File: src/icache_cfg.svh
/*
 * instruction cache configuration
 * geometry of the two-way cache and the address split derived from it
 */

`ifndef ICACHE_CFG_SVH
`define ICACHE_CFG_SVH

// byte address width
`define ICACHE_ADDR_W      32
// words per line (2, 4 or 8)
`define ICACHE_LINE_WORDS  4
// sets (any power of two)
`define ICACHE_SETS        16
// fixed associativity with one plru bit per set
`define ICACHE_WAYS        2

// derived address split
`define ICACHE_OFS_W       ($clog2(`ICACHE_LINE_WORDS) + 2)
`define ICACHE_IDX_W       ($clog2(`ICACHE_SETS))
`define ICACHE_TAG_W       (`ICACHE_ADDR_W - `ICACHE_IDX_W - `ICACHE_OFS_W)

`endif

File: src/icache_pkg.sv
/*
 * instruction cache types
 * address fields, line layout and the two state machine encodings
 */

`include "icache_cfg.svh"

package icache_pkg;

  typedef logic [`ICACHE_ADDR_W-1:0] addr_t;
  typedef logic [31:0]               word_t;
  typedef logic [`ICACHE_TAG_W-1:0]  tag_t;
  typedef logic [`ICACHE_IDX_W-1:0]  idx_t;
  typedef word_t [`ICACHE_LINE_WORDS-1:0] line_t;

  // 0 index-invalidate, 1 hit-invalidate
  typedef logic [0:0] cacop_mode_t;

  // core miss handling
  typedef enum logic [1:0] {
    M_IDLE,
    M_MISS,
    M_REFILL,
    M_DONE
  } miss_state_t;

  // per-word four-phase bus exchange
  typedef enum logic [1:0] {
    R_IDLE,
    R_REQ,
    R_WAIT_ACK_LOW,
    R_FINISH
  } refill_state_t;

endpackage

File: src/sdp_ram.sv
/*
 * simple dual-port synchronous RAM
 * one write port, one registered read port, write-first on collision
 */

`timescale 1ns/100ps

module sdp_ram #(
  parameter int DEPTH = 16,
  parameter int WIDTH = 32
) (
  input  logic                     clk,
  input  logic                     we_i,
  input  logic [$clog2(DEPTH)-1:0] waddr_i,
  input  logic [WIDTH-1:0]         wdata_i,
  input  logic [$clog2(DEPTH)-1:0] raddr_i,
  output logic [WIDTH-1:0]         rdata_o
);

  logic [WIDTH-1:0] mem [DEPTH];

  always_ff @(posedge clk) begin
    if (we_i) begin
      mem[waddr_i] <= wdata_i;
    end
    // same-cycle write is forwarded to the read register
    if (we_i && (waddr_i == raddr_i)) begin
      rdata_o <= wdata_i;
    end else begin
      rdata_o <= mem[raddr_i];
    end
  end

endmodule

File: src/icache_refill.sv
/*
 * line refill engine
 * fetches one cache line word by word, each word through a four-phase
 * req/ack exchange, and holds the assembled line until the next start
 */

`timescale 1ns/100ps

`include "icache_cfg.svh"

module icache_refill (
  input  logic              clk,
  input  logic              rst_n,
  // from the core
  input  logic              refill_start_i,
  input  icache_pkg::addr_t refill_addr_i,
  output logic              refill_done_o,
  output icache_pkg::line_t refill_line_o,
  // word bus
  output logic              mem_req_o,
  output icache_pkg::addr_t mem_addr_o,
  input  logic              mem_ack_i,
  input  icache_pkg::word_t mem_rdata_i
);

  import icache_pkg::*;

  localparam int WSEL_W = `ICACHE_OFS_W - 2;
  localparam logic [WSEL_W-1:0] LAST_WORD = WSEL_W'(`ICACHE_LINE_WORDS - 1);

  refill_state_t     state;
  logic [WSEL_W-1:0] cnt;
  addr_t             line_addr;
  line_t             line_buf;

  // ==========================
  // handshake FSM
  // ==========================
  always_ff @(posedge clk or negedge rst_n) begin
    if (!rst_n) begin
      state <= R_IDLE;
      cnt   <= '0;
    end else begin
      case (state)
        R_IDLE: begin
          if (refill_start_i) begin
            state <= R_REQ;
            cnt   <= '0;
          end
        end
        R_REQ: begin
          // data is valid together with ack
          if (mem_ack_i) begin
            state <= R_WAIT_ACK_LOW;
          end
        end
        R_WAIT_ACK_LOW: begin
          if (!mem_ack_i) begin
            if (cnt == LAST_WORD) begin
              state <= R_FINISH;
            end else begin
              cnt   <= cnt + 1'b1;
              state <= R_REQ;
            end
          end
        end
        R_FINISH: begin
          state <= R_IDLE;
        end
        default: begin
          state <= R_IDLE;
        end
      endcase
    end
  end

  // address latch and line assembly
  always_ff @(posedge clk) begin
    if ((state == R_IDLE) && refill_start_i) begin
      line_addr <= refill_addr_i;
    end
    if ((state == R_REQ) && mem_ack_i) begin
      line_buf[cnt] <= mem_rdata_i;
    end
  end

  assign mem_req_o     = (state == R_REQ);
  assign mem_addr_o    = {line_addr[`ICACHE_ADDR_W-1:`ICACHE_OFS_W], cnt, 2'b00};
  // one-cycle pulse after the last ack has dropped
  assign refill_done_o = (state == R_FINISH);
  assign refill_line_o = line_buf;

endmodule

File: src/icache_core.sv
/*
 * instruction cache core
 * two-stage lookup with tag match, plru replacement and valid bits,
 * maintenance invalidates and the miss state machine that drives
 * the refill engine and writes the refilled line into the victim way
 */

`timescale 1ns/100ps

`include "icache_cfg.svh"

module icache_core (
  input  logic                                      clk,
  input  logic                                      rst_n,
  // fetch
  input  logic                                      fetch_req_i,
  input  icache_pkg::addr_t                         fetch_addr_i,
  output logic                                      fetch_ready_o,
  // response
  output logic                                      rsp_valid_o,
  output icache_pkg::addr_t                         rsp_addr_o,
  output icache_pkg::word_t                         rsp_instr_o,
  output logic                                      rsp_excp_o,
  input  logic                                      rsp_ready_i,
  // maintenance
  input  logic                                      cacop_req_i,
  input  icache_pkg::cacop_mode_t                   cacop_mode_i,
  input  icache_pkg::addr_t                         cacop_addr_i,
  output logic                                      cacop_ready_o,
  output logic                                      cacop_done_o,
  input  logic                                      flush_i,
  // refill engine
  output logic                                      refill_start_o,
  output icache_pkg::addr_t                         refill_addr_o,
  input  logic                                      refill_done_i,
  input  icache_pkg::line_t                         refill_line_i,
  // data rams
  output logic [`ICACHE_WAYS-1:0]                   data_we_o,
  output icache_pkg::idx_t                          data_widx_o,
  output icache_pkg::line_t                         data_wline_o,
  output icache_pkg::idx_t                          data_ridx_o,
  input  icache_pkg::line_t [`ICACHE_WAYS-1:0]      data_rline_i,
  // tag rams
  output logic [`ICACHE_WAYS-1:0]                   tag_we_o,
  output icache_pkg::idx_t                          tag_widx_o,
  output icache_pkg::tag_t                          tag_wdata_o,
  output icache_pkg::idx_t                          tag_ridx_o,
  input  icache_pkg::tag_t [`ICACHE_WAYS-1:0]       tag_rdata_i
);

  import icache_pkg::*;

  localparam int WSEL_W = `ICACHE_OFS_W - 2;

  logic                 init_q;
  logic                 s0_ready;
  logic                 s1_ready;
  addr_t                s0_addr;
  idx_t                 s0_idx;
  logic                 s0_misalign;

  logic                 s1_fetch_en;
  logic                 s1_cacop_en;
  logic                 s1_misalign;
  cacop_mode_t          s1_cacop_mode;
  addr_t                s1_addr;
  idx_t                 s1_idx;
  tag_t                 s1_tag;
  logic [WSEL_W-1:0]    s1_wsel;

  logic [`ICACHE_WAYS-1:0] hit_way;
  logic                 hit;
  logic                 hit_idx;
  logic                 victim;
  logic                 hit_fire;
  logic                 refill_write;

  logic [`ICACHE_WAYS-1:0][`ICACHE_SETS-1:0] valid_q;
  logic [`ICACHE_SETS-1:0] plru_q;
  miss_state_t          miss_state;

  // ==============================
  // stage 0
  // ==============================

  // first cycle after reset is spent with stage 1 empty
  always_ff @(posedge clk or negedge rst_n) begin
    if (!rst_n) begin
      init_q <= 1'b0;
    end else begin
      init_q <= 1'b1;
    end
  end

  assign s0_ready      = s1_ready & init_q & ~flush_i;
  // maintenance has priority over fetch
  assign cacop_ready_o = s0_ready;
  assign fetch_ready_o = s0_ready & ~cacop_req_i;

  assign s0_addr     = cacop_req_i ? cacop_addr_i : fetch_addr_i;
  assign s0_idx      = s0_addr[`ICACHE_OFS_W +: `ICACHE_IDX_W];
  assign s0_misalign = ~cacop_req_i & (fetch_addr_i[1:0] != 2'b00);

  // re-read the held set while stage 1 stalls
  assign data_ridx_o = s1_ready ? s0_idx : s1_idx;
  assign tag_ridx_o  = s1_ready ? s0_idx : s1_idx;

  // ==============================
  // stage 1
  // ==============================
  always_ff @(posedge clk or negedge rst_n) begin
    if (!rst_n) begin
      s1_fetch_en <= 1'b0;
      s1_cacop_en <= 1'b0;
    end else if (flush_i) begin
      s1_fetch_en <= 1'b0;
      s1_cacop_en <= 1'b0;
    end else if (s1_ready) begin
      s1_fetch_en <= fetch_req_i & fetch_ready_o;
      s1_cacop_en <= cacop_req_i & cacop_ready_o;
    end
  end

  always_ff @(posedge clk) begin
    if (s1_ready) begin
      s1_addr       <= s0_addr;
      s1_misalign   <= s0_misalign;
      s1_cacop_mode <= cacop_mode_i;
    end
  end

  assign s1_idx  = s1_addr[`ICACHE_OFS_W +: `ICACHE_IDX_W];
  assign s1_tag  = s1_addr[`ICACHE_ADDR_W-1 -: `ICACHE_TAG_W];
  assign s1_wsel = s1_addr[`ICACHE_OFS_W-1:2];

  // tag match against current valid bits
  always_comb begin
    for (int w = 0; w < `ICACHE_WAYS; w++) begin
      hit_way[w] = valid_q[w][s1_idx] && (tag_rdata_i[w] == s1_tag);
    end
  end

  assign hit     = |hit_way;
  // two ways, so the way number is the upper match bit
  assign hit_idx = hit_way[1];
  assign victim  = plru_q[s1_idx];

  always_comb begin
    case (miss_state)
      M_IDLE:   rsp_valid_o = s1_fetch_en & (s1_misalign | hit);
      M_REFILL: rsp_valid_o = s1_fetch_en & refill_done_i;
      M_DONE:   rsp_valid_o = s1_fetch_en;
      default:  rsp_valid_o = 1'b0;
    endcase
  end

  assign rsp_addr_o  = s1_addr;
  assign rsp_excp_o  = s1_misalign;
  // hits read the data ram, misses read the refill buffer
  assign rsp_instr_o = (miss_state == M_IDLE) ? data_rline_i[hit_idx][s1_wsel]
                                              : refill_line_i[s1_wsel];

  assign cacop_done_o = s1_cacop_en;

  always_comb begin
    if (s1_cacop_en) begin
      s1_ready = 1'b1;
    end else if (s1_fetch_en) begin
      s1_ready = rsp_valid_o & rsp_ready_i;
    end else begin
      // an orphaned refill after a flush must drain first
      s1_ready = (miss_state == M_IDLE);
    end
  end

  // ==============================
  // miss handling
  // ==============================
  always_ff @(posedge clk or negedge rst_n) begin
    if (!rst_n) begin
      miss_state <= M_IDLE;
    end else begin
      case (miss_state)
        M_IDLE: begin
          if (s1_fetch_en && !s1_misalign && !hit && !flush_i) begin
            miss_state <= M_MISS;
          end
        end
        M_MISS: begin
          miss_state <= M_REFILL;
        end
        M_REFILL: begin
          if (refill_done_i) begin
            if (!s1_fetch_en || rsp_ready_i || flush_i) begin
              miss_state <= M_IDLE;
            end else begin
              miss_state <= M_DONE;
            end
          end
        end
        M_DONE: begin
          if (rsp_ready_i || flush_i) begin
            miss_state <= M_IDLE;
          end
        end
        default: begin
          miss_state <= M_IDLE;
        end
      endcase
    end
  end

  assign refill_start_o = (miss_state == M_MISS);
  assign refill_addr_o  = {s1_addr[`ICACHE_ADDR_W-1:`ICACHE_OFS_W], {`ICACHE_OFS_W{1'b0}}};

  // no write when the request was flushed during the refill
  assign refill_write = (miss_state == M_REFILL) & refill_done_i & s1_fetch_en;
  assign hit_fire     = (miss_state == M_IDLE) & s1_fetch_en & ~s1_misalign & hit & rsp_ready_i;

  always_comb begin
    for (int w = 0; w < `ICACHE_WAYS; w++) begin
      data_we_o[w] = refill_write && (int'(victim) == w);
      tag_we_o[w]  = refill_write && (int'(victim) == w);
    end
  end

  assign data_widx_o  = s1_idx;
  assign data_wline_o = refill_line_i;
  assign tag_widx_o   = s1_idx;
  assign tag_wdata_o  = s1_tag;

  // valid and plru state
  always_ff @(posedge clk or negedge rst_n) begin
    if (!rst_n) begin
      valid_q <= '0;
      plru_q  <= '0;
    end else begin
      if (refill_write) begin
        valid_q[victim][s1_idx] <= 1'b1;
        plru_q[s1_idx]          <= ~victim;
      end else if (hit_fire) begin
        plru_q[s1_idx] <= ~hit_idx;
      end
      if (s1_cacop_en) begin
        if (s1_cacop_mode == 1'b0) begin
          // index-invalidate, way from address bit 0
          valid_q[s1_addr[0]][s1_idx] <= 1'b0;
        end else if (hit) begin
          valid_q[hit_idx][s1_idx] <= 1'b0;
        end
      end
    end
  end

endmodule

File: src/icache_top.sv
/*
 * instruction cache top level
 * connects the lookup core, the refill engine and the tag and data
 * RAMs of both ways
 */

`timescale 1ns/100ps

`include "icache_cfg.svh"

module icache_top (
  input  logic                    clk,
  input  logic                    rst_n,
  input  logic                    fetch_req_i,
  input  icache_pkg::addr_t       fetch_addr_i,
  output logic                    fetch_ready_o,
  output logic                    rsp_valid_o,
  output icache_pkg::addr_t       rsp_addr_o,
  output icache_pkg::word_t       rsp_instr_o,
  output logic                    rsp_excp_o,
  input  logic                    rsp_ready_i,
  input  logic                    cacop_req_i,
  input  icache_pkg::cacop_mode_t cacop_mode_i,
  input  icache_pkg::addr_t       cacop_addr_i,
  output logic                    cacop_ready_o,
  output logic                    cacop_done_o,
  input  logic                    flush_i,
  output logic                    mem_req_o,
  output icache_pkg::addr_t       mem_addr_o,
  input  logic                    mem_ack_i,
  input  icache_pkg::word_t       mem_rdata_i
);

  import icache_pkg::*;

  logic                           refill_start;
  addr_t                          refill_addr;
  logic                           refill_done;
  line_t                          refill_line;

  logic [`ICACHE_WAYS-1:0]        data_we;
  idx_t                           data_widx;
  line_t                          data_wline;
  idx_t                           data_ridx;
  line_t [`ICACHE_WAYS-1:0]       data_rline;

  logic [`ICACHE_WAYS-1:0]        tag_we;
  idx_t                           tag_widx;
  tag_t                           tag_wdata;
  idx_t                           tag_ridx;
  tag_t [`ICACHE_WAYS-1:0]        tag_rdata;

  icache_core u_core (
    .clk            (clk),
    .rst_n          (rst_n),
    .fetch_req_i    (fetch_req_i),
    .fetch_addr_i   (fetch_addr_i),
    .fetch_ready_o  (fetch_ready_o),
    .rsp_valid_o    (rsp_valid_o),
    .rsp_addr_o     (rsp_addr_o),
    .rsp_instr_o    (rsp_instr_o),
    .rsp_excp_o     (rsp_excp_o),
    .rsp_ready_i    (rsp_ready_i),
    .cacop_req_i    (cacop_req_i),
    .cacop_mode_i   (cacop_mode_i),
    .cacop_addr_i   (cacop_addr_i),
    .cacop_ready_o  (cacop_ready_o),
    .cacop_done_o   (cacop_done_o),
    .flush_i        (flush_i),
    .refill_start_o (refill_start),
    .refill_addr_o  (refill_addr),
    .refill_done_i  (refill_done),
    .refill_line_i  (refill_line),
    .data_we_o      (data_we),
    .data_widx_o    (data_widx),
    .data_wline_o   (data_wline),
    .data_ridx_o    (data_ridx),
    .data_rline_i   (data_rline),
    .tag_we_o       (tag_we),
    .tag_widx_o     (tag_widx),
    .tag_wdata_o    (tag_wdata),
    .tag_ridx_o     (tag_ridx),
    .tag_rdata_i    (tag_rdata)
  );

  icache_refill u_refill (
    .clk            (clk),
    .rst_n          (rst_n),
    .refill_start_i (refill_start),
    .refill_addr_i  (refill_addr),
    .refill_done_o  (refill_done),
    .refill_line_o  (refill_line),
    .mem_req_o      (mem_req_o),
    .mem_addr_o     (mem_addr_o),
    .mem_ack_i      (mem_ack_i),
    .mem_rdata_i    (mem_rdata_i)
  );

  // ========== way storage ==========
  for (genvar w = 0; w < `ICACHE_WAYS; w++) begin : g_way
    sdp_ram #(
      .DEPTH (`ICACHE_SETS),
      .WIDTH ($bits(line_t))
    ) u_data_ram (
      .clk     (clk),
      .we_i    (data_we[w]),
      .waddr_i (data_widx),
      .wdata_i (data_wline),
      .raddr_i (data_ridx),
      .rdata_o (data_rline[w])
    );

    sdp_ram #(
      .DEPTH (`ICACHE_SETS),
      .WIDTH (`ICACHE_TAG_W)
    ) u_tag_ram (
      .clk     (clk),
      .we_i    (tag_we[w]),
      .waddr_i (tag_widx),
      .wdata_i (tag_wdata),
      .raddr_i (tag_ridx),
      .rdata_o (tag_rdata[w])
    );
  end

endmodule

File: config.mk
export PLATFORM = sky130hd
export DESIGN_NAME = icache_top
export DESIGN_NICKNAME = d
export VERILOG_FILES = /design/src/icache_pkg.sv /design/src/sdp_ram.sv /design/src/icache_refill.sv /design/src/icache_core.sv /design/src/icache_top.sv
export VERILOG_INCLUDE_DIRS = /design/src
export SDC_FILE = /design/constraint.sdc
export NUM_CORES = 2
export LEC_CHECK = 0
export BUFFER_PORTS_ARGS = -buffer_cell sky130_fd_sc_hd__buf_2
export CORE_MARGIN = 3
export CORE_UTILIZATION = 40
export CTS_CLUSTER_DIAMETER = 50
export DETAILED_ROUTE_END_ITERATION = 12
export PLACE_DENSITY = 0.64
export SKIP_LAST_GASP = 1
export SYNTH_ARGS = -nofsm -noshare
export SYNTH_HDL_FRONTEND = slang
export SYNTH_MEMORY_MAX_BITS = 65536
export SYNTH_SLANG_ARGS = --single-unit
File: constraint.sdc
create_clock -name clk -period 30.7 [get_ports clk]
set_input_delay 7.675 -clock clk [delete_from_list [all_inputs] [get_ports clk]]
set_output_delay 7.675 -clock clk [all_outputs]
set_load 0.05 [all_outputs]
# Word level (Yosys, flattened, before mapping)
# Memories as Yosys holds them, arrays and structs flattened. A register that Yosys moved wholly into a read port is not among the register bits.
# Index checks and enable logic that the tools add are counted.
# Widths: inputs -> output; s select.
[word_totals] register_bits=247 ram_bits=4864 output_inout_bits=102 wordCells=166 mem_count=4
[op_classes] n_addsub=1 n_lt_le_gt_ge=11 eq_ne=16 n_mux=59 bitwise_logic=27 reduce_logical=31
[memory_table] memory="g_way[0].u_data_ram.mem" words=16 word_bits=128 read_ports=1 rd_clocked_by_memory_dff=1 write_ports=1 line="sdp_ram.sv:20" source="logic [WIDTH-1:0] mem [DEPTH];"
[memory_table] memory="g_way[1].u_data_ram.mem" words=16 word_bits=128 read_ports=1 rd_clocked_by_memory_dff=1 write_ports=1 line="sdp_ram.sv:20"
[memory_table] memory="g_way[0].u_tag_ram.mem" words=16 word_bits=24 read_ports=1 rd_clocked_by_memory_dff=1 write_ports=1 line="sdp_ram.sv:20"
[memory_table] memory="g_way[1].u_tag_ram.mem" words=16 word_bits=24 read_ports=1 rd_clocked_by_memory_dff=1 write_ports=1 line="sdp_ram.sv:20"
[op_table] op="$mux 32" n=9
[op_table] op="$mux 128" n=2
[op_table] op="$bmux 32 s2" n=2
[op_table] op="$bwmux 128" n=1
[op_table] op="$mux 16" n=5
[op_table] op="$and 32x32->32" n=2
[op_table] op="$demux 32 s2" n=1
[op_table] op="$not 32->32" n=2
[op_table] op="$demux 16 s1" n=3
[op_table] op="$eq 24x24->1" n=2
[op_table] op="$bwmux 16" n=2
[op_table] op="$or 32x32->32" n=1
[op_table] op="$mux 2" n=11
[op_table] op="$pmux 2 s4" n=2
[op_table] op="$and 1x1->1" n=15
[op_table] op="$logic_and 1x1->1" n=14
[op_table] op="$mux 1" n=14
[op_table] op="$bmux 1 s4" n=3
[op_table] op="$eq 2x2->1 const B" n=5
[op_table] op="$ne 2x1->1 const B" n=4
[op_table] op="$reduce_bool 2->1" n=4
[op_table] op="$lt 1x2->1 const B" n=3
[op_table] op="$lt 2x3->1 const B" n=2
[op_table] op="$ne 2x2->1 const B" n=3
[op_table] op="other kinds (18)" n=33

# Depth between registers and ports, before layout
[depth] ltp_word=16 ltp_mapped=20

# Cells and area by module
# A second synthesis with hierarchy kept.
[hier_totals] hier_cells=8838 hier_area_um2=197189.1
[by_module_without_submodules] module="sdp_ram at g_way[1].u_data_ram" n_inst=1 cells_each=3233 area_per_inst_um2=76962.6 seq_area_each_um2=61579.1
[by_module_without_submodules] module="sdp_ram at g_way[0].u_data_ram" n_inst=1 cells_each=3241 area_per_inst_um2=76848.7 seq_area_each_um2=61579.1
[by_module_without_submodules] module="sdp_ram at g_way[0].u_tag_ram ..." n_inst=2 cells_each=616 area_per_inst_um2=14530.2 seq_area_each_um2=11611.1
[by_module_without_submodules] module="icache_core" n_inst=1 cells_each=938 area_per_inst_um2=9312.7 seq_area_each_um2=2347.3
[by_module_without_submodules] module="icache_refill" n_inst=1 cells_each=194 area_per_inst_um2=5004.8 seq_area_each_um2=4784.6

# Least setup slack after synthesis
# Ideal clock, no wire load.
[synth_path] kind="input-to-output" startpoint="in rsp_ready_i" endpoint="out fetch_ready_o" arrival_time_ps=8896 required_time_ps=23025 slack_ps=14129 cell_stages=6 path_buffers=1 path_cell_list="o21ai_0 > a21oi_1 > o21a_1 > or2_1 > buf_6 > and4bb_1"
[synth_between] elab_chain_cells=6
[synth_lines] item="start, declared" line="icache_top.sv:21" source="input logic rsp_ready_i,"
[synth_lines] item="$and 1x1->1" line="icache_core.sv:169" source="s1_ready = rsp_valid_o & rsp_ready_i;"
[synth_lines] item="$mux 1" line="icache_core.sv:168" source="end else if (s1_fetch_en) begin"
[synth_lines] item="$mux 1" line="icache_core.sv:166" source="if (s1_cacop_en) begin"
[synth_lines] item="$and 1x1->1 (2 in series)" line="icache_core.sv:95" source="assign s0_ready = s1_ready & init_q & ~flush_i;"
[synth_lines] item="$and 1x1->1" line="icache_core.sv:98" source="assign fetch_ready_o = s0_ready & ~cacop_req_i;"
[synth_lines] item="end, declared" line="icache_top.sv:16" source="output logic fetch_ready_o,"
# Every way passes these cells.

==> qor.csv <==
stage;metric;value;unit
timing;measured slew at the worst slew-check pin;1.42;ns
grt;Total GRT Usage;19.8;%
critical_path;Critical Path AT;9.90;ns
clock_network;H-tree depth;6;
power;Leakage;68.8;nW
die;Die Span Y;705;um
timing;Clock Skew;0.0443;ns
yosys;post-synthesis mux area share;18.4;%
finish;area growth from synthesis to layout;13.4;%
placed_design;RePlAce Congestion;0.776;
timing;total negative setup slack;0;ns
placed_design;dpl cells;14500;
finish;most common cell after layout, fill and taps aside;edfxtp_1;
finish;commonest non-fill, non-tap cells in the layout;edfxtp_1, mux4_2, clkbuf_16;
clock_network;Worst-path clk slew;0.06;ns
die;io pins;206;
yosys;post-synthesis compound-gate area fraction;0.950;%
clock_network;clock latency at the later pin of the worst-skew pair;1.03;ns
finish;cell area after layout;222000;um^2
route;Routed Antenna Nets;0;
critical_path;critical path class;flop to primary output;
timing;fin crit period;17.58;ns
grt;initial antenna violation count;23;
power;worst supply voltage drop on vdd;0.0000714;V
yosys;Mean Syn Cell Area;24.4;um^2
yosys;post-synthesis register bit count;5115;
finish;Final Core Density;45.6;%
yosys;Yosys cell types;75;
die;Initial Util;40.2;%
status;status;complete, no violations;
yosys;Synth Area in Adders;0.0256;%
timing;Slew HR;4.52;%
finish;Non-Filler Instances;15400;
yosys;post-synthesis simple-gate area fraction;1.14;%
power;Power Dens Cells;82.3;nW/um^2
yosys;largest family of logic cells by synthesized area;multiplexers;
clock_network;post-CTS resize count;0;
finish;net count reported at finish;8682;
yosys;XOR/XNOR share of the synthesized area;0.112;%
timing;Max Slew Vio Count;0;
route;routed via count;91800;
route;DRC;0;
critical_path;Startpoint Class;flop;
grt;largest net degree at the start of global routing;164;
finish;layout cells sized above 1;31.7;%
job;Max Cap Violations;0;
yosys;Syn. warnings;0;
route;DR pass1 iterations;6;
timing;post-route clock period utilization;57.3;%
yosys;Mapped Area;196000;um^2
yosys;Post-synth EDFFs;5054;
die;Die X;705;um
route;Avg WL per Cell;32.4;um
yosys;Post-synth ARST share;1.11;%
timing;maximum clock rate;0.0569;GHz
die;Die Area;497000;um^2
placed_design;Cell Area, Placed;205000;um^2
finish;Filler cells;39200;
grt;total global routing overflow;0;
placed_design;Port Buffer Count;203;
critical_path;WP data required;23.03;ns
placed_design;post-DP HPWL;252000;um
clock_network;post-CTS setup buffers;0;
timing;Final Setup Violations;0;
clock_network;clk sinks;5115;
route;vias per cell;5.95;
grt;global-route wire length before repair;713000;um
timing;Final Hold Viols;0;
route;DR iter-0 viols;11400;
die;Core Box Area;487000;um^2
yosys;Syn Inst Count;8009;
timing;final hold slack;0.494;ns
clock_network;Root Driver;clkbuf_16;
critical_path;CP max FO;89;
yosys;sequential-to-total area share from yosys stat;78.4;%
critical_path;CP Capture Type;primary output;
clock_network;TritonCTS clock tree;done;
yosys;top_reg_cell synth;edfxtp_1;
grt;vias in the first global route;93400;
clock_network;CTS buffer count;520;
timing;RSZ-0062 raised after global routing;no;
die;Rows;256;
clock_network;clk buf depth;4;
clock_network;CTS hold repair buffers;0;
route;final WL;500000;um
worst_hold_path;HP Class;flop to flop;
-- sequential cells by signal (all words and copies together), names as in the netlist, 2 cells and up, named ones only --
signal,count
g_way.u_data_ram.mem,4096
g_way.u_tag_ram.mem,768
u_core.miss_state,2
u_core.plru_q,16
u_core.rsp_addr_o,32
u_core.valid_q,32
u_refill.cnt,2
u_refill.line_addr,28
u_refill.refill_line_o,128
u_refill.state,2
-- stage by stage --
step / setup slack, ns / power, W
CTS: 13.01 / 0.0184
detailed placement: 13.52 / 0.0123
finish: 13.12 / 0.0183
global route: 12.93 / 0.0189
global placement: 13.39 / 0.0123
floorplan: 14.13 / 0.0111
-- synthesized netlist by cell type, types with 12 or more instances --
cell | number | share of area [%]
clkbuf_1 | 218 | 0.42
mux2_1 | 21 | 0.12
and3_1 | 31 | 0.099
buf_1 | 47 | 0.090
edfxtp_1 | 5054 | 78
o22ai_1 | 27 | 0.086
dfrtp_1 | 57 | 0.73
o22a_1 | 19 | 0.085
mux2i_1 | 97 | 0.50
o21ai_0 | 14 | 0.036
mux4_2 | 1513 | 17
xnor2_1 | 16 | 0.072
nand2_1 | 109 | 0.21
nor3_1 | 66 | 0.17
a21oi_1 | 93 | 0.24
nand3_1 | 27 | 0.069
a22o_1 | 19 | 0.085
a21oi_2 | 12 | 0.054
nand2b_1 | 16 | 0.051
buf_2 | 130 | 0.33
buf_4 | 18 | 0.069
nor4_1 | 19 | 0.061
a22oi_1 | 43 | 0.17
mux2_2 | 64 | 0.37
nor2_1 | 131 | 0.25
nor2b_1 | 19 | 0.061
-- critical path, stage by stage, from the launching register on --
cell and delay [ns]:
dfxtp_4 0.82, buf_4 0.72, buf_4 0.93, buf_12 0.65, mux4_2 0.40, mux2i_1 0.24
a2bb2o_1 0.17, o21ai_0 0.14, nand4b_1 0.25, or4_1 0.65, nor3_2 0.61, buf_4 0.63
buf_4 0.73, mux4_2 0.36, nor2_1 0.05, nor3_1 0.80, buf_4 0.28, buf_2 0.28
-- power breakdown --
| group | internal, W | switching, W |
|---|---|---|
| Combinational | 0.00191 | 0.00230 |
| Sequential | 0.00777 | 0.000100 |
| Clock | 0.00353 | 0.00264 |
-- metal layers --
layer | track usage (%) | up-vias | share of wire, %
li1 | - | 35900 | -
met1 | 27.3 | 50700 | 39
met2 | 33.1 | 4478 | 50
met3 | 3.12 | 786 | 8.4
met4 | 5.22 | 8 | 2.6
met5 | 0 | - | 0.011
-- final cells by class --
cell class              instances  area, um^2  share of cell area [%]
diodes                         16        40.0                  0.0180
clock buffers                 613       13700                    6.17
clock inverters               305        2880                    1.30
inverters                       7        33.8                  0.0152
multi-input cells            2463       40700                    18.3
flip-flops and latches       5115      153000                    69.1
well taps                    6450        8070                    3.64
repair buffers                467        3220                    1.45
-- final timing paths --
kind,start,endpoint,slack [ns],depth (start not counted)
worst max-delay path,flop,rsp_instr_o[23],13.12,17
worst min-delay path,u_core.valid_q[19]$_DFF_PN0_,u_core.valid_q[19]$_DFF_PN0_,0.49,1
worst max register to register,flop,flop,23.31,12
worst min register to register,u_core.valid_q[19]$_DFF_PN0_,u_core.valid_q[19]$_DFF_PN0_,0.49,1
max in group asynchronous,rst_n,u_core.valid_q[16]$_DFF_PN0_,23.40,2
min in group asynchronous,rst_n,u_core.init_q$_DFF_PN0_,6.78,2
-- cell families after synthesis --
logic type	count (synthesis)
other cells	2
mux	1695
compound gates	274
fa+ha+maj	4
xor+xnor	25
flops	5115
simple gates	462
buf+inv	432
Power figures use the tool's default switching activity.
